<file path="config.mk">
export PLATFORM = sky130hd
export DESIGN_NAME = gsm_sys
export DESIGN_NICKNAME = d
export VERILOG_FILES = /design/src/hdl/gsm_pkg.sv /design/src/hdl/ingress_deser.sv /design/src/hdl/gsm_tile.sv /design/src/hdl/rr_sch.sv /design/src/hdl/egress_stage.sv /design/src/hdl/gsm_sys.sv
export VERILOG_INCLUDE_DIRS = /design/src /design/src/include
export SDC_FILE = /design/constraint.sdc
export NUM_CORES = 1
export LEC_CHECK = 0
export BUFFER_PORTS_ARGS = -buffer_cell sky130_fd_sc_hd__buf_2
export CORE_AREA = 2 2 237 263
export DETAILED_ROUTE_END_ITERATION = 16
export DIE_AREA = 0 0 239 265
export PLACE_DENSITY_LB_ADDON = 0.3
export SLEW_MARGIN = 0
export SYNTH_ARGS = -nofsm -noshare
export SYNTH_HDL_FRONTEND = slang
export SYNTH_SLANG_ARGS = --single-unit
</file>
<file path="constraint.sdc">
create_clock -name clk -period 11.25 [get_ports clk]
set_clock_uncertainty 0.15 [all_clocks]
set_input_delay 1.6875 -clock clk [delete_from_list [all_inputs] [get_ports clk]]
set_output_delay 1.6875 -clock clk [all_outputs]
set_load 0.05 [all_outputs]
</file>
<file path="src/include/gsm_cfg.svh">
//********************************************************************
// gsm switch configuration
// port count, grouping, cell width and queue sizing
//********************************************************************
`ifndef GSM_CFG_SVH
`define GSM_CFG_SVH

// ingress and egress port count
`define GSM_NPORT 4
// ingress ports per tile
`define GSM_GSIZE 2
// tiles, nport / gsize
`define GSM_NTILE 2
// bits per cell or header word
`define GSM_DWIDTH 8
// cells per queue, one queue per local ingress / egress pair
`define GSM_QDEPTH 4
`define GSM_QAWIDTH 2	// log2 of queue depth

`endif

</file>
<file path="src/hdl/gsm_pkg.sv">
//********************************************************************
// gsm switch types shared by the tiles and the egress stage
//********************************************************************
`include "gsm_cfg.svh"

package gsm_pkg;

	typedef logic [`GSM_DWIDTH-1:0] data_t;	// cell or header word
	typedef logic [`GSM_NPORT-1:0] port_mask_t;	// dest mask, req, grant

	// ingress port number, also the rr pointer
	typedef logic [1:0] port_idx_t;

	typedef logic [`GSM_QAWIDTH-1:0] qptr_t;	// rd / wr pointer
	typedef logic [`GSM_QAWIDTH:0] qcnt_t;	// fill level, 0 .. depth

	// per ingress port header state
	typedef enum logic {
		PORT_IDLE,	// no mask held, payloads dropped
		PORT_ARMED	// mask held
	} port_state_t;

endpackage

</file>
<file path="src/hdl/ingress_deser.sv">
//********************************************************************
// ingress deserializer
// serial pin into one parallel word per ingress port
//********************************************************************
`timescale 1ns/1ps
`include "gsm_cfg.svh"

module ingress_deser import gsm_pkg::*; (
	input  logic clk,
	input  logic clr,
	input  logic i_sdata,	// serial data, one bit per clk
	output data_t [`GSM_NPORT-1:0] o_words	// word per ingress port
);

	localparam int SWIDTH = `GSM_NPORT * `GSM_DWIDTH;

	logic [SWIDTH-1:0] sreg;	// first bit in drifts to the msb

	//********************************************************************
	// shift in
	//********************************************************************
	always_ff @(posedge clk or posedge clr) begin
		if (clr) begin
			sreg <= '0;
		end else begin
			sreg <= {sreg[SWIDTH-2:0], i_sdata};
		end
	end

	// slice per port
	// the tile samples at its strobe edge, so it sees
	// the value from before that edge's shift
	always_comb begin
		for (int p = 0; p < `GSM_NPORT; p++) begin
			o_words[p] = sreg[p*`GSM_DWIDTH +: `GSM_DWIDTH];	// port p at bit p*8
		end
	end

endmodule

</file>
<file path="src/hdl/gsm_tile.sv">
//********************************************************************
// gsm tile, one ingress group
// header decode, multicast write, shared cell memory split into queues
//********************************************************************
`timescale 1ns/1ps
`include "gsm_cfg.svh"

module gsm_tile import gsm_pkg::*; (
	input  logic clk,
	input  logic clr,

	// local ingress ports
	input  logic [`GSM_GSIZE-1:0] i_valid,	// word strobe
	input  logic [`GSM_GSIZE-1:0] i_header,	// word is a header
	input  data_t [`GSM_GSIZE-1:0] i_words,

	// queue side, queue q = local port * nport + egress port
	input  logic [`GSM_GSIZE*`GSM_NPORT-1:0] i_pop,
	output logic [`GSM_GSIZE*`GSM_NPORT-1:0] o_req,	// queue not empty
	output data_t [`GSM_GSIZE*`GSM_NPORT-1:0] o_head	// head cell
);

	localparam int NQ = `GSM_GSIZE * `GSM_NPORT;	// queues in this tile
	localparam int MDEPTH = NQ * `GSM_QDEPTH;	// shared memory cells

	port_state_t state [`GSM_GSIZE];
	port_mask_t mask [`GSM_GSIZE];	// multicast dest mask

	data_t mem [MDEPTH];	// shared cell memory

	qptr_t wptr [NQ];
	qptr_t rptr [NQ];
	qcnt_t cnt [NQ];

	logic [NQ-1:0] wr_en;	// copy accepted into queue
	logic [NQ-1:0] rd_en;	// head removed
	logic [NQ-1:0] full;

	//********************************************************************
	// header decode
	//********************************************************************
	always_ff @(posedge clk or posedge clr) begin
		if (clr) begin
			for (int lp = 0; lp < `GSM_GSIZE; lp++) begin
				state[lp] <= PORT_IDLE;
				mask[lp] <= '0;
			end
		end else begin
			for (int lp = 0; lp < `GSM_GSIZE; lp++) begin
				if (i_valid[lp] && i_header[lp]) begin
					mask[lp] <= i_words[lp][`GSM_NPORT-1:0];	// low bits are the mask
					// zero mask disarms the port
					if (|i_words[lp][`GSM_NPORT-1:0])
						state[lp] <= PORT_ARMED;
					else
						state[lp] <= PORT_IDLE;
				end
			end
		end
	end

	//********************************************************************
	// multicast write and pop enables
	//********************************************************************
	always_comb begin
		int q;
		for (int lp = 0; lp < `GSM_GSIZE; lp++) begin
			for (int e = 0; e < `GSM_NPORT; e++) begin
				q = lp * `GSM_NPORT + e;
				full[q] = (cnt[q] == qcnt_t'(`GSM_QDEPTH));
				// payload copy per dest bit, full queue drops its copy
				wr_en[q] = i_valid[lp] && !i_header[lp] &&
					(state[lp] == PORT_ARMED) && mask[lp][e] && !full[q];
				rd_en[q] = i_pop[q] && (cnt[q] != '0);	// never pop empty
			end
		end
	end

	// pointers and fill count
	always_ff @(posedge clk or posedge clr) begin
		if (clr) begin
			for (int q = 0; q < NQ; q++) begin
				wptr[q] <= '0;
				rptr[q] <= '0;
				cnt[q] <= '0;
			end
		end else begin
			for (int q = 0; q < NQ; q++) begin
				if (wr_en[q])
					wptr[q] <= wptr[q] + qptr_t'(1);	// wraps at depth
				if (rd_en[q])
					rptr[q] <= rptr[q] + qptr_t'(1);
				case ({wr_en[q], rd_en[q]})
					2'b10: cnt[q] <= cnt[q] + qcnt_t'(1);
					2'b01: cnt[q] <= cnt[q] - qcnt_t'(1);
					default: cnt[q] <= cnt[q];	// idle or write and pop together
				endcase
			end
		end
	end

	//********************************************************************
	// shared memory, address = queue * depth + pointer
	//********************************************************************
	always_ff @(posedge clk) begin
		for (int q = 0; q < NQ; q++) begin
			if (wr_en[q])
				mem[q*`GSM_QDEPTH + int'(wptr[q])] <= i_words[q / `GSM_NPORT];
		end
	end

	// head cell and request per queue
	always_comb begin
		for (int q = 0; q < NQ; q++) begin
			o_head[q] = mem[q*`GSM_QDEPTH + int'(rptr[q])];
			o_req[q] = (cnt[q] != '0);
		end
	end

endmodule

</file>
<file path="src/hdl/rr_sch.sv">
//********************************************************************
// round-robin scheduler for one egress port, with stall
//********************************************************************
`timescale 1ns/1ps
`include "gsm_cfg.svh"

module rr_sch import gsm_pkg::*; (
	input  logic clk,
	input  logic clr,
	input  port_mask_t i_req,	// one bit per ingress port
	input  logic i_stall,	// egress back-pressure
	output port_mask_t o_grant	// one-hot or zero
);

	port_idx_t ptr;	// last granted port
	port_idx_t gidx;	// winner of the search
	port_idx_t idx;
	logic found;

	//********************************************************************
	// search from the port after ptr, wrapping
	//********************************************************************
	always_comb begin
		found = 1'b0;
		gidx = ptr;
		idx = ptr;
		for (int k = 1; k <= `GSM_NPORT; k++) begin
			idx = ptr + port_idx_t'(k);	// 2 bit add wraps, k = nport lands on ptr
			if (!found && i_req[idx]) begin
				found = 1'b1;
				gidx = idx;
			end
		end
		o_grant = '0;
		if (found && !i_stall)
			o_grant[gidx] = 1'b1;	// stall forces zero grant
	end

	// pointer follows the grant, holds under stall
	always_ff @(posedge clk or posedge clr) begin
		if (clr) begin
			ptr <= port_idx_t'(`GSM_NPORT - 1);	// port 0 first after reset
		end else if (|o_grant) begin
			ptr <= gidx;
		end
	end

endmodule

</file>
<file path="src/hdl/egress_stage.sv">
//********************************************************************
// egress stage
// per port rr scheduler, granted cell select and output register
//********************************************************************
`timescale 1ns/1ps
`include "gsm_cfg.svh"

module egress_stage import gsm_pkg::*; (
	input  logic clk,
	input  logic clr,

	// per egress port, indexed by global ingress port
	input  port_mask_t [`GSM_NPORT-1:0] i_req,
	input  data_t [`GSM_NPORT-1:0][`GSM_NPORT-1:0] i_cells,	// [egress][ingress]
	input  logic [`GSM_NPORT-1:0] i_stall,

	output port_mask_t [`GSM_NPORT-1:0] o_grant,	// back to the queues as pop
	output logic [`GSM_NPORT-1:0] o_valid,
	output data_t [`GSM_NPORT-1:0] o_data
);

	//********************************************************************
	// one scheduler and output register per egress port
	//********************************************************************
	for (genvar e = 0; e < `GSM_NPORT; e++) begin : g_egress

		data_t sel;	// granted cell

		rr_sch u_rr_sch (
			.clk(clk),
			.clr(clr),
			.i_req(i_req[e]),
			.i_stall(i_stall[e]),
			.o_grant(o_grant[e])
		);

		// one-hot and-or select
		always_comb begin
			sel = '0;
			for (int i = 0; i < `GSM_NPORT; i++) begin
				sel = sel | ({`GSM_DWIDTH{o_grant[e][i]}} & i_cells[e][i]);
			end
		end

		// cell captured at the same edge the queue pops
		always_ff @(posedge clk or posedge clr) begin
			if (clr) begin
				o_valid[e] <= 1'b0;
				o_data[e] <= '0;
			end else begin
				o_valid[e] <= |o_grant[e];	// low under stall
				if (|o_grant[e])
					o_data[e] <= sel;	// hold last cell otherwise
			end
		end

	end

endmodule

</file>
<file path="src/hdl/gsm_sys.sv">
//********************************************************************
// grouped shared memory switch, 4 in 4 out
// serial ingress, two tiles, round-robin egress
//********************************************************************
`timescale 1ns/1ps
`include "gsm_cfg.svh"

module gsm_sys import gsm_pkg::*; (
	input  logic clk,
	input  logic clr,

	// ingress
	input  logic i_ingress_sdata,
	input  logic [`GSM_NPORT-1:0] i_ingress_valid,
	input  logic [`GSM_NPORT-1:0] i_ingress_header,

	// egress
	input  logic [`GSM_NPORT-1:0] i_egress_stall,
	output logic [`GSM_NPORT-1:0] o_egress_valid,
	output data_t [`GSM_NPORT-1:0] o_egress_data
);

	localparam int NQT = `GSM_GSIZE * `GSM_NPORT;	// queues per tile

	data_t [`GSM_NPORT-1:0] ingress_words;

	// tile side, queue = local port * nport + egress
	logic [`GSM_NTILE-1:0][NQT-1:0] tile_req;
	logic [`GSM_NTILE-1:0][NQT-1:0] tile_pop;
	data_t [`GSM_NTILE-1:0][NQT-1:0] tile_head;

	// egress side, [egress][global ingress]
	port_mask_t [`GSM_NPORT-1:0] eg_req;
	port_mask_t [`GSM_NPORT-1:0] eg_grant;
	data_t [`GSM_NPORT-1:0][`GSM_NPORT-1:0] eg_cells;

	//********************************************************************
	// input side
	//********************************************************************
	ingress_deser u_deser (
		.clk(clk),
		.clr(clr),
		.i_sdata(i_ingress_sdata),
		.o_words(ingress_words)
	);

	//********************************************************************
	// processing, one tile per ingress group
	//********************************************************************
	for (genvar t = 0; t < `GSM_NTILE; t++) begin : g_tile
		gsm_tile u_tile (
			.clk(clk),
			.clr(clr),
			.i_valid(i_ingress_valid[t*`GSM_GSIZE +: `GSM_GSIZE]),
			.i_header(i_ingress_header[t*`GSM_GSIZE +: `GSM_GSIZE]),
			.i_words(ingress_words[t*`GSM_GSIZE +: `GSM_GSIZE]),
			.i_pop(tile_pop[t]),
			.o_req(tile_req[t]),
			.o_head(tile_head[t])
		);
	end

	// gather per egress, global ingress = tile * gsize + local port
	always_comb begin
		for (int t = 0; t < `GSM_NTILE; t++)
			for (int lp = 0; lp < `GSM_GSIZE; lp++)
				for (int e = 0; e < `GSM_NPORT; e++) begin
					eg_req[e][t*`GSM_GSIZE + lp] = tile_req[t][lp*`GSM_NPORT + e];
					eg_cells[e][t*`GSM_GSIZE + lp] = tile_head[t][lp*`GSM_NPORT + e];
				end
	end

	// scatter grants back as pops
	always_comb begin
		for (int t = 0; t < `GSM_NTILE; t++)
			for (int lp = 0; lp < `GSM_GSIZE; lp++)
				for (int e = 0; e < `GSM_NPORT; e++)
					tile_pop[t][lp*`GSM_NPORT + e] = eg_grant[e][t*`GSM_GSIZE + lp];
	end

	//********************************************************************
	// output side
	//********************************************************************
	egress_stage u_egress (
		.clk(clk),
		.clr(clr),
		.i_req(eg_req),
		.i_cells(eg_cells),
		.i_stall(i_egress_stall),
		.o_grant(eg_grant),
		.o_valid(o_egress_valid),
		.o_data(o_egress_data)
	);

endmodule

</file>
==> results of run 1 <==
state kept, by name (all words and copies together), names as in the netlist:
name and count:
g_tile.u_tile.cnt 48, g_tile.u_tile.mask 16, g_tile.u_tile.mem 512, g_tile.u_tile.rptr 32
g_tile.u_tile.state 4, g_tile.u_tile.wptr 32, u_deser.o_words 32, u_egress.g_egress.u_rr_sch.ptr 8
u_egress.o_data 32, u_egress.o_valid 4
Yosys cell counts, drive strengths merged, types with 24 or more instances:
cell type    n
ha          80
o21ai       32
mux4       128
nor3b       34
and2        64
buf         44
nor2        24
a32oi       32
o221ai      32
inv        133
mux2i       48
xnor2       67
edfxtp     512
nand2       70
dfrtp      200
xor2        29
critical path, delay by kind of cell:
kind                       cells  cell delay, ns
xor gates and xnor gates       2            0.28
adders and majority gates      2            0.62
AOI/OAI and AO/OA              2            0.83
buffers and inverters          3            0.33
and+or+nand+nor                2            0.60
through the flow:
stage / total power, mW / instance area [um2] / setup WS (ns)
global placement: 6.408 / 31050 / 6.743
finish: 8.912 / 33480 / 7.281
detailed placement: 6.516 / 31050 / 6.705
CTS: 8.981 / 33480 / 7.332
global route: 9.361 / 33480 / 7.062
floorplan: 5.767 / 30070 / 3.745
path summary, 6_finish.rpt:
check / end / slack (ns) / cells past startpoint / from
worst min-delay path: g_tile[0].u_tile.state[0] / 0.33 / 2 / g_tile[0].u_tile.state[0]
worst max register to register: g_tile[0].u_tile.cnt[5] / 7.32 / 11 / u_egress.g_egress[2].u_rr_sch.ptr[0]
worst max-delay path: g_tile[1].u_tile.cnt[20] / 7.28 / 11 / i_egress_stall[1]
max in group asynchronous: u_deser.o_words[4] / 8.51 / 3 / clr
min in group asynchronous: g_tile[1].u_tile.cnt[22] / 0.97 / 2 / clr
worst min register to register: g_tile[0].u_tile.state[0] / 0.33 / 2 / g_tile[0].u_tile.state[0]
per-layer routing:
| metal | routed length (um) | part of all wire [%] | vias to the layer above | global-route usage [%] |
|---|---|---|---|---|
| li1 | - | - | 6793 | - |
| met1 | 27650 | 43 | 8104 | 29.05 |
| met2 | 32020 | 49 | 422 | 34.59 |
| met3 | 3381 | 5.2 | 102 | 3.062 |
| met4 | 1972 | 3.0 | 0 | 7.584 |
| met5 | 0 | 0 | - | 0 |
final cells by class:
class,count,area share (%)
clock buffers,103,6.197
clock inverters,31,1.047
inverters,133,1.514
multi-input cells,818,25.93
flip-flops and latches,720,61.51
well taps,776,2.900
repair buffers,57,0.9045
power by group:
| group | leakage [nW] | switching (mW) | internal, mW |
|---|---|---|---|
| registers | 7.05 | 0.594 | 3.23 |
| clock network | 1.18 | 0.983 | 1.47 |
| logic | 3.96 | 1.45 | 1.18 |
cells by family (layout without fill, tap and decap cells):
group                    after synthesis  in the layout  synth area share (%)
adder cells (fa/ha/maj)               96             96                 4.394
XOR/XNOR                              96             96                 2.796
buffers and inverters                199            324                 2.651
multiplexers                         194            194                 11.86
AND/OR/NAND/NOR                      264            264                 5.106
AO/OA/AOI/OAI                        168            168                 4.715
flip-flops                           720            720                 68.48
==> summary.txt, run 1 <==
Global route
  • Largest net degree at the start of global routing: 79
  • Overflow left after global routing: 0
  • GR Util All Layers: about a fifth
  • Initial antenna violation count: 2
  • Global-route wire length before repair: ~99 mm
  • Vias in the first global route: about 16000

Synthesis
  • Syn Inst Count: ~1700
  • Mapped Area: 30070 um2
  • Avg Inst Size Synth: 17.31 um2
  • Unique masters post-synth: 58
  • Synth top area cells: edfxtp_1, dfrtp_1, mux4_2
  • Main flop type after synthesis: edfxtp_1
  • Count of warnings emitted by yosys: 0
  • Leading area contributor after synthesis: edfxtp_1
  • Top cell type's share of synthesized area: approximately half
  • Number of synthesized register bits: 720
  • FFs w/ async S/R, synth: between 20% and 30%
  • Post-Syn Nets: 1848
  • EDFF count, synth: about 510
  • Seq/Total Area, Yosys: 68.48%

Timing
  • Highest clock rate: 0.2520 GHz
  • Period minus WS final: 3.969 ns
  • Final setup vio count: 0
  • Worst slew pin tran: 1.203 ns
  • Final Max Tran Viols: 0
  • Hold Fails Final Rpt: 0
  • Unrepaired setup endpoints after global routing: false
  • Final period util: around a third
  • WHS: 0.3323 ns
  • Worst relative slew slack: 19.36%
  • Setup TNS: 0 ns

CTS
  • Cts hold-fix bufs: 0
  • # resized after CTS: 0
  • Num CTS Buffers: 73
  • Reg clk slew, reported paths: 0.06 ns
  • CTS sink cnt: 720
  • H-tree depth: 3
  • Later-pin clock latency in the skew report: 0.61 ns
  • Clock root buffer: clkbuf_16
  • Clock Path Buffers: 3
  • CTS tree: built
  • Setup Fix Bufs, Post-CTS: 0

Routing
  • DRT Pass-1 Iters: 5
  • Via count: 15420
  • DRT iter0 DRCs: 1249
  • Final Routed Wirelength: 65.02 mm
  • Drt wl/cell: 24.65 um
  • Post-route ant nets: 0
  • Vias per cell: between 5 and 6
  • Number of remaining DRC errors: 0

Floorplan
  • Ports: 51
  • Width of the die: 239 um
  • Die area: between 60000 and 70000 um2
  • Chip height: 265 um
  • Core ar.: 60620 um2
  • FP Rows: between 90 and 100
  • Initial Util: 49.60%

Critical path
  • Chain of cells forming the critical path: buf_2 -> a41o_1 -> inv_2 -> o2111ai_1 -> nor3_1 -> ha_1 -> inv_1 -> fa_1 -> xor2_1 -> nor2_1 -> xnor2_1
  • Max FO, Critical Path: 13
  • Slowest CP cell: o2111ai_1
  • CP arrival: 4.35 ns
  • Worst Path Required: 11.63 ns
  • Worst setup path category: primary input to register
  • Startpoint Class: primary input
  • Crit path capture type: register
  • CP peak stage delay: 0.49 ns

Placement
  • Port Buffers: 50
  • Dpl hpwl: 42.52 mm
  • Inst Count DP: between 2000 and 3000
  • RD Place Congestion: 0.8885

Final layout
  • Register Area: slightly above 20000 um2
  • Core Util, Final: 55.22%
  • Multi-input logic area: 8681 um2
  • Area delta synth->final: 11.34%
  • Commonest non-fill, non-tap cell in the layout: edfxtp_1
  • Commonest cells after routing, fill and taps aside: edfxtp_1, dfrtp_1, inv_1
  • Final net count: 1914
  • Fillers: between 4000 and 5000
  • Non-filler instance count after layout: 2638
  • Share of layout cells above drive strength 1: 18.05%
  • N_diodes: 0

Power and ir drop
  • Leakage: 12.19 nW
  • Peak supply drop: 0.1763 mV
  • Power Density: 266.2 nW/um2

Status
  • Status: finished clean

Job
  • Max-cap violations: 0

Worst hold path
  • HP Class: register to register
Power figures use the tool's default switching activity.
==> inputs of run 2 (changes only) <==
==> constraint.sdc (replaced) <==
create_clock -name clk -period 3.4 [get_ports clk]
set_clock_uncertainty 0.15 [all_clocks]
set_input_delay 0.51 -clock clk [delete_from_list [all_inputs] [get_ports clk]]
set_output_delay 0.51 -clock clk [all_outputs]
set_load 0.05 [all_outputs]
==> run 2 against run 1 <==
  * Sequential cell count unchanged
  * Hold slack worse by 0.19 ns
  * Register-to-register slack worse by 7.1 ns
  * Largest power group unchanged
==> summary.txt, run 2 (synthesized netlist as in run 1, its figures left out) <==
Floorplan
  • Initial Util: 49.60% (unchanged)
  • Core ar.: 60620 um2 (unchanged)
  • FP Rows: 95 (unchanged)
  • Die area: 63340 um2 (unchanged)
  • Width of the die: 239 um (unchanged)
  • Ports: 51 (unchanged)
  • Chip height: 265 um (unchanged)

Timing
  • Worst Setup Slack, final: 0.1745 ns (was 7.281 ns)
  • Worst relative slew slack: 30.50% (was 19.36%)
  • Final setup vio count: 0 (unchanged)
  • Final period util: 94.87%
  • Highest clock rate: 0.3100 GHz
  • Final Max Tran Viols: 0 (unchanged)
  • Period minus WS final: 3.225 ns
  • Hold Fails Final Rpt: 0 (unchanged)
  • Worst slew pin tran: 1.042 ns (was 1.203 ns)
  • Setup TNS: 0 ns (unchanged)
  • WHS: 0.1410 ns (was 0.3323 ns)
  • Unrepaired setup endpoints after global routing: false (unchanged)

Power and ir drop
  • Net Switching: 10.20 mW (was 3.029 mW)
  • Logic gate share of total power: 30.3% (was 29.6%)
  • Net Sw Frac: 34.03% (was 33.99%)
  • Total power: 29.98 mW (was 8.912 mW)
  • Clock share of power: 27.6% (was 27.5%)
  • Peak supply drop: 0.3870 mV (was 0.1763 mV)
  • Internal power: 19.78 mW (was 5.883 mW)
  • Flop pwr share: 42.0% (was 42.9%)
  • Leakage: 12.42 nW (was 12.19 nW)
  • Power Density: 884.6 nW/um2 (was 266.2 nW/um2)

Global route
  • Overflow left after global routing: 0 (unchanged)
  • Global-route wire length before repair: 100.4 mm (was 98.86 mm)
  • Largest net degree at the start of global routing: 62 (was 79)
  • Vias in the first global route: 16280 (was 16150)
  • GR Util All Layers: 21.42% (was 21.12%)
  • Initial antenna violation count: 3 (was 2)

Critical path
  • Worst setup path category: register to register (was primary input to register)
  • Max FO, Critical Path: 6 (was 13)
  • Worst Path Required: 3.77 ns (was 11.63 ns)
  • Worst Reg-to-Reg Cells: 11 (unchanged)
  • CP arrival: 3.60 ns (was 4.35 ns)
  • Startpoint Class: register (was primary input)
  • Crit path capture type: register (unchanged)

Routing
  • DR WL met3: 3.315 mm (was 3.381 mm)
  • Via count: 15560 (was 15420)
  • Number of remaining DRC errors: 0 (unchanged)
  • Final Routed Wirelength: 65.83 mm (was 65.02 mm)
  • DRT iter0 DRCs: 1250 (was 1249)
  • Vias per cell: 5.815 (was 5.846)
  • M1 WL: 27.78 mm (was 27.65 mm)
  • DRT Pass-1 Iters: 5 (unchanged)
  • Post-route ant nets: 0 (unchanged)
  • Drt wl/cell: 24.61 um (was 24.65 um)
  • Uppermost routed layer: met5 (was met4)
  • Met2 WL: 32.81 mm (was 32.02 mm)

Placement
  • DP Area: 31340 um2 (was 31050 um2)
  • Pre-CTS WS: 0.1968 ns (was 6.705 ns)
  • Dpl hpwl: 43.47 mm (was 42.52 mm)
  • RD Place Congestion: 0.8526 (was 0.8885)
  • Inst Count DP: 2538 (was 2504)
  • Port Buffers: 50 (unchanged)

CTS
  • Clock root buffer: clkbuf_16 (unchanged)
  • CTS tree: built (unchanged)
  • H-tree depth: 3 (unchanged)
  • Num CTS Buffers: 73 (unchanged)
  • Later-pin clock latency in the skew report: 0.61 ns (about the same)
  • Reg clk slew, reported paths: 0.06 ns (about the same)
  • Clock Path Buffers: 3 (unchanged)
  • CTS sink cnt: 720 (unchanged)

Final layout
  • Max FFs per register: 512 (unchanged)
  • Commonest non-fill, non-tap cell in the layout: edfxtp_1 (unchanged)
  • Core Util, Final: 55.91% (was 55.22%)
  • Commonest cells after routing, fill and taps aside: edfxtp_1, dfrtp_1, inv_1 (unchanged)
  • N_diodes: 0 (unchanged)
  • Final net count: 1950 (was 1914)
  • Post-Layout Inst Area: 33890 um2 (was 33480 um2)
  • Share of layout cells above drive strength 1: 20.43% (was 18.05%)
  • Non-filler instance count after layout: 2675 (was 2638)
  • Area delta synth->final: 12.72% (was 11.34%)

Status
  • Status: finished clean (unchanged)

Worst hold path
  • Hold Crit Depth: 3 (was 2)
  • HP Class: primary input to register (was register to register)

Job
  • Max-cap violations: 0 (unchanged)
[run 2: cell types whose count changed in the layout (fill, tap and decap cells not counted), sizes merged]
cell | previous run | this run
buf | 57 | 91
bufinv | 8 | 9
clkbuf | 103 | 100
clkinvlp | 1 | 4
dlygate4sd3 | 0 | 2
[run 2: layer usage]
| metal | GRT usage [%] | vias up |
|---|---|---|
| met2 | 35.39 | 382 |
| li1 | - | 6866 |
| met1 | 29.10 | 8200 |
| met4 | 7.500 | 2 |
| met3 | 3.364 | 105 |
| met5 | 0 | - |
[run 2: final cells by class]
class / instances / area [um2]
fillers: 4603 / 26730
flip-flops and latches: 720 / 20590
multi-input cells: 818 / 8716
clock buffers: 100 / 2073
well taps: 776 / 970.9
repair buffers: 93 / 615.6
inverters: 133 / 503.0
clock inverters: 35 / 422.9
[run 2: final timing paths]
| check | startpoint | slack [ns] | to |
|---|---|---|---|
| hold reg to reg | g_tile[1].u_tile.state[1] | 0.32 | g_tile[1].u_tile.state[1] |
| max in group asynchronous | clr | 1.77 | u_egress.g_egress[1].u_rr_sch.ptr[1] |
| setup reg to reg | u_egress.g_egress[2].u_rr_sch.ptr[0] | 0.17 | g_tile[0].u_tile.cnt[5] |
| setup / recovery | u_egress.g_egress[2].u_rr_sch.ptr[0] | 0.17 | g_tile[0].u_tile.cnt[5] |
| hold / removal | i_egress_stall[3] | 0.14 | u_egress.o_valid[3] |
| min in group asynchronous | clr | 0.46 | u_egress.o_data[23] |
[run 2: worst max-delay path, cell delays in order, from the launching register on]
cell	delay [ns]
dfstp_2	0.58
or4b_1	0.45
a21oi_1	0.31
or3_1	0.30
o211ai_2	0.15
inv_1	0.10
ha_1	0.18
inv_1	0.07
fa_1	0.44
xor2_1	0.15
nor2_1	0.13
xnor2_1	0.14
[run 2: power by group through the flow]
stage                     Sequential [mW]  Combinational, mW  Clock [mW]
after floorplan                      12.1               6.95           0
after global placement               12.7               8.75           0
after detailed placement             12.8               9.00           0
after CTS                            12.6               9.09        8.45
after global routing                 12.8               9.85        8.77
final                                12.6               9.09        8.29
[run 2: timing repair]
| item | CTS | global route |
|---|---|---|
| endpoints found under the setup margin | 0 | 8 |
| hold buffers | 2 | 0 |
| endpoints found under the hold margin | 30 | 0 |
| resized for setup | 0 | 7 |
| buffers inserted | 0 | 0 |
==> inputs of run 3 (changes only) <==
--- a/config.mk
+++ b/config.mk
@@ -6,10 +6,11 @@
 export SDC_FILE = /design/constraint.sdc
 export NUM_CORES = 1
 export LEC_CHECK = 0
+export ABC_AREA = 1
 export BUFFER_PORTS_ARGS = -buffer_cell sky130_fd_sc_hd__buf_2
-export CORE_AREA = 2 2 237 263
+export CORE_AREA = 2 2 240 265
 export DETAILED_ROUTE_END_ITERATION = 16
-export DIE_AREA = 0 0 239 265
+export DIE_AREA = 0 0 242 267
 export PLACE_DENSITY_LB_ADDON = 0.3
 export SLEW_MARGIN = 0
 export SYNTH_ARGS = -nofsm -noshare
==> run 3 against run 2 <==
  * Power up 5.4%
  * Combinational power rose by 19%
  * Cell count is 38% higher
  * Count of clock-buffer cells in the layout down 2
  * Clock power rose by 2%
  * Register-to-register slack about the same
  * Critical endpoint is now g_tile[0].u_tile.cnt[2]
  * Largest power group unchanged
==> summary.txt, run 3 <==
Power and ir drop
  • Logic gate share of total power: 34.2% (was 30.3%)
  • Flop pwr share: 39.0% (was 42.0%)
  • Total power: 31.61 mW (was 29.98 mW)
  • Net Switching: 12.25 mW (was 10.20 mW)
  • Internal power: 19.36 mW (was 19.78 mW)
  • Leakage: 13.91 nW (was 12.42 nW)
  • Power Density: 898.9 nW/um2 (was 884.6 nW/um2)
  • Net Sw Frac: 38.76% (was 34.03%)
  • Clock share of power: 26.8% (was 27.6%)
  • Peak supply drop: 0.4729 mV (was 0.3870 mV)

Synthesis
  • Leading area contributor after synthesis: edfxtp_1 (unchanged)
  • Number of synthesized register bits: 720 (unchanged)
  • Top cell type's share of synthesized area: 50.14% (was 51.13%)
  • Syn Inst Count: 2645 (was 1737)
  • Mapped Area: 30670 um2 (was 30070 um2)
  • Count of warnings emitted by yosys: 0 (unchanged)
  • Unique masters post-synth: 41 (was 58)
  • Main flop type after synthesis: edfxtp_1 (unchanged)
  • Post-Syn Nets: 2756 (was 1848)
  • Synth top area cells: edfxtp_1, dfrtp_1, nand2_1 (was edfxtp_1, dfrtp_1, mux4_2)
  • Most common cell in the netlist: edfxtp_1 (unchanged)
  • FFs w/ async S/R, synth: 28.89% (unchanged)
  • Avg Inst Size Synth: 11.59 um2 (was 17.31 um2)
  • EDFF count, synth: 512 (unchanged)
  • Seq/Total Area, Yosys: 67.14% (was 68.48%)
  • Synth top cells by count: edfxtp_1, nand2_1, nor2_1 (was edfxtp_1, dfrtp_1, inv_1)

Floorplan
  • Die area: 64610 um2 (was 63340 um2)
  • Ports: 51 (unchanged)
  • Chip height: 267 um (was 265 um)
  • Width of the die: 242 um (was 239 um)
  • Core ar.: 61980 um2 (was 60620 um2)
  • Initial Util: 49.48% (was 49.60%)
  • FP Rows: 96 (was 95)

Timing
  • Unrepaired setup endpoints after global routing: true (was false)
  • Hold Fails Final Rpt: 0 (unchanged)
  • Final Max Tran Viols: 0 (unchanged)
  • Final period util: 94.94% (was 94.87%)
  • Period minus WS final: 3.228 ns (was 3.225 ns)
  • Final setup vio count: 0 (unchanged)
  • Worst slew pin tran: 0.9595 ns (was 1.042 ns)
  • WHS: 0.05263 ns (was 0.1410 ns)
  • Worst relative slew slack: 36.03% (was 30.50%)
  • Highest clock rate: 0.3098 GHz (was 0.3100 GHz)

CTS
  • Later-pin clock latency in the skew report: 0.62 ns (was 0.61 ns)
  • CTS sink cnt: 720 (unchanged)
  • H-tree depth: 3 (unchanged)
  • CTS tree: built (unchanged)
  • Num CTS Buffers: 71 (was 73)
  • Clock root buffer: clkbuf_16 (unchanged)
  • Reg clk slew, reported paths: 0.07 ns (was 0.06 ns)
  • Clock Path Buffers: 3 (unchanged)

Critical path
  • Chain of cells forming the critical path: xor2_4 -> nand3_1 -> nand2_2 -> nand2_1 -> nand2_1 -> nand2_1 -> nand2_2 -> nand2_2 -> nor2_4 -> ha_1 -> inv_1 -> fa_1 -> a21oi_1 -> o21ai_0 -> xor2_1 (was or4b_1 -> a21oi_1 -> or3_1 -> o211ai_2 -> inv_1 -> ha_1 -> inv_1 -> fa_1 -> xor2_1 -> nor2_1 -> xnor2_1)
  • Crit path capture type: register (unchanged)
  • CP peak stage delay: 0.70 ns (was 0.58 ns)
  • Max FO, Critical Path: 8 (was 6)
  • Slowest CP cell: dfstp_2 (unchanged)
  • Worst path bufs/invs: 1 (was 2)
  • Cell depth of the worst setup path: 15 (was 11)
  • CP arrival: 3.56 ns (was 3.60 ns)
  • Worst Path Required: 3.73 ns (was 3.77 ns)
  • Worst Reg-to-Reg Cells: 15 (was 11)
  • Worst setup path category: register to register (unchanged)
  • Startpoint Class: register (unchanged)
  • Crit-path leading delay family: simple AND/OR/NAND/NOR gates (unchanged)

Final layout
  • Area delta synth->final: 14.67% (was 12.72%)
  • Share of layout cells above drive strength 1: 13.21% (was 20.43%)
  • N_diodes: 0 (unchanged)
  • Commonest non-fill, non-tap cell in the layout: edfxtp_1 (unchanged)
  • Commonest cells after routing, fill and taps aside: edfxtp_1, nand2_1, nor2_1 (was edfxtp_1, dfrtp_1, inv_1)
  • Final net count: 2923 (was 1950)
  • Max FFs per register: 512 (unchanged)

Routing
  • Final Routed Wirelength: 72.69 mm (was 65.83 mm)
  • Drt wl/cell: 19.63 um (was 24.61 um)
  • Number of remaining DRC errors: 0 (unchanged)
  • Post-route ant nets: 0 (unchanged)
  • Via count: 20150 (was 15560)
  • Vias per cell: 5.442 (was 5.815)
  • DRT iter0 DRCs: 1879 (was 1250)
  • DRT Pass-1 Iters: 5 (unchanged)

Worst hold path
  • Hold Crit Depth: 3 (unchanged)
  • HP Class: primary input to register (unchanged)

Status
  • Status: finished clean (unchanged)

Job
  • Max-cap violations: 0 (unchanged)

Placement
  • RD Place Congestion: 0.9610 (was 0.8526)
  • Dpl hpwl: 49.11 mm (was 43.47 mm)
  • Port Buffers: 50 (unchanged)

Global route
  • Initial antenna violation count: 1 (was 3)
  • Largest net degree at the start of global routing: 58 (was 62)
  • GR Util All Layers: 22.77% (was 21.42%)
  • Vias in the first global route: 20210 (was 16280)
  • Overflow left after global routing: 0 (unchanged)
  • Global-route wire length before repair: 113.5 mm (was 100.4 mm)
-- run 3: worst register-to-register path: stages, from the launching register on --
cell	delay, ns
dfstp_2	0.70
xor2_4	0.24
nand3_1	0.15
nand2_2	0.12
nand2_1	0.08
nand2_1	0.07
nand2_1	0.06
nand2_2	0.10
nand2_2	0.10
nor2_4	0.18
ha_1	0.18
inv_1	0.08
fa_1	0.39
a21oi_1	0.17
o21ai_0	0.14
xor2_1	0.17
-- run 3: through the flow --
stage	util [%]	cells	area [um2]	TNS (ns)	setup WS, ns
2_1_floorplan	-	2645	30670	0	0.04630
3_3_place_gp	52.42	3561	32490	0	0.2541
3_5_place_dp	52.42	3561	32490	0	0.1888
4_1_cts	56.57	3696	35060	0	0.1214
5_1_grt	56.73	3703	35160	-0.02025	-0.01028
6_report	56.73	3703	35160	0	0.1720
-- run 3: cell type report --
type / count / area (um2)
multi-input combinational: 1623 / 8881
fill: 5059 / 26820
inverter: 221 / 852.1
timing repair buffer: 175 / 1261
clock inverter: 33 / 491.7
sequential: 720 / 20590
tap: 833 / 1042
clock buffer: 98 / 2046
-- run 3: path summary, 6_finish.rpt --
path	from	endpoint	slack (ns)
worst max-delay path	u_egress.g_egress[3].u_rr_sch.ptr[0]	g_tile[0].u_tile.cnt[2]	0.17
worst max register to register	u_egress.g_egress[3].u_rr_sch.ptr[0]	g_tile[0].u_tile.cnt[2]	0.17
worst min register to register	u_egress.o_data[8]	u_egress.o_data[8]	0.33
min in group asynchronous	clr	g_tile[0].u_tile.cnt[17]	0.32
worst min-delay path	i_ingress_valid[0]	g_tile[0].u_tile.mask[5]	0.05
max in group asynchronous	clr	u_egress.g_egress[2].u_rr_sch.ptr[0]	2.04
-- run 3: logic make-up (layout without fill, tap and decap cells) --
family,Yosys count,after routing,synth area share (%)
simple gates,996,996,13.71
flops,720,720,67.14
compound gates,453,453,8.487
buf+inv,302,527,3.982
fa+ha+maj,96,96,4.309
xor+xnor,72,72,2.154
mux,6,6,0.2203
-- run 3: power groups by stage --
stage	registers (mW)	logic [mW]	clock network [mW]
floorplan	12.1	7.69	0
global placement	12.4	10.2	0
detailed placement	12.5	10.6	0
CTS	12.3	10.7	8.58
global route	12.5	12.1	8.95
finish	12.3	10.8	8.46
-- run 3: layer usage --
layer,global-route usage [%],share of wire [%],up-vias
met5,0,0,-
li1,-,-,9488
met1,30.07,41,9911
met4,8.008,2.8,0
met3,2.996,6.2,109
met2,38.96,50,645
-- run 3: what timing repair did --
item                                   in CTS  in global routing
resized for setup                           0                 10
hold buffers                                4                  0
setup buffers                               0                  7
setup endpoints to repair                   0                 11
endpoints found under the hold margin      12                  0
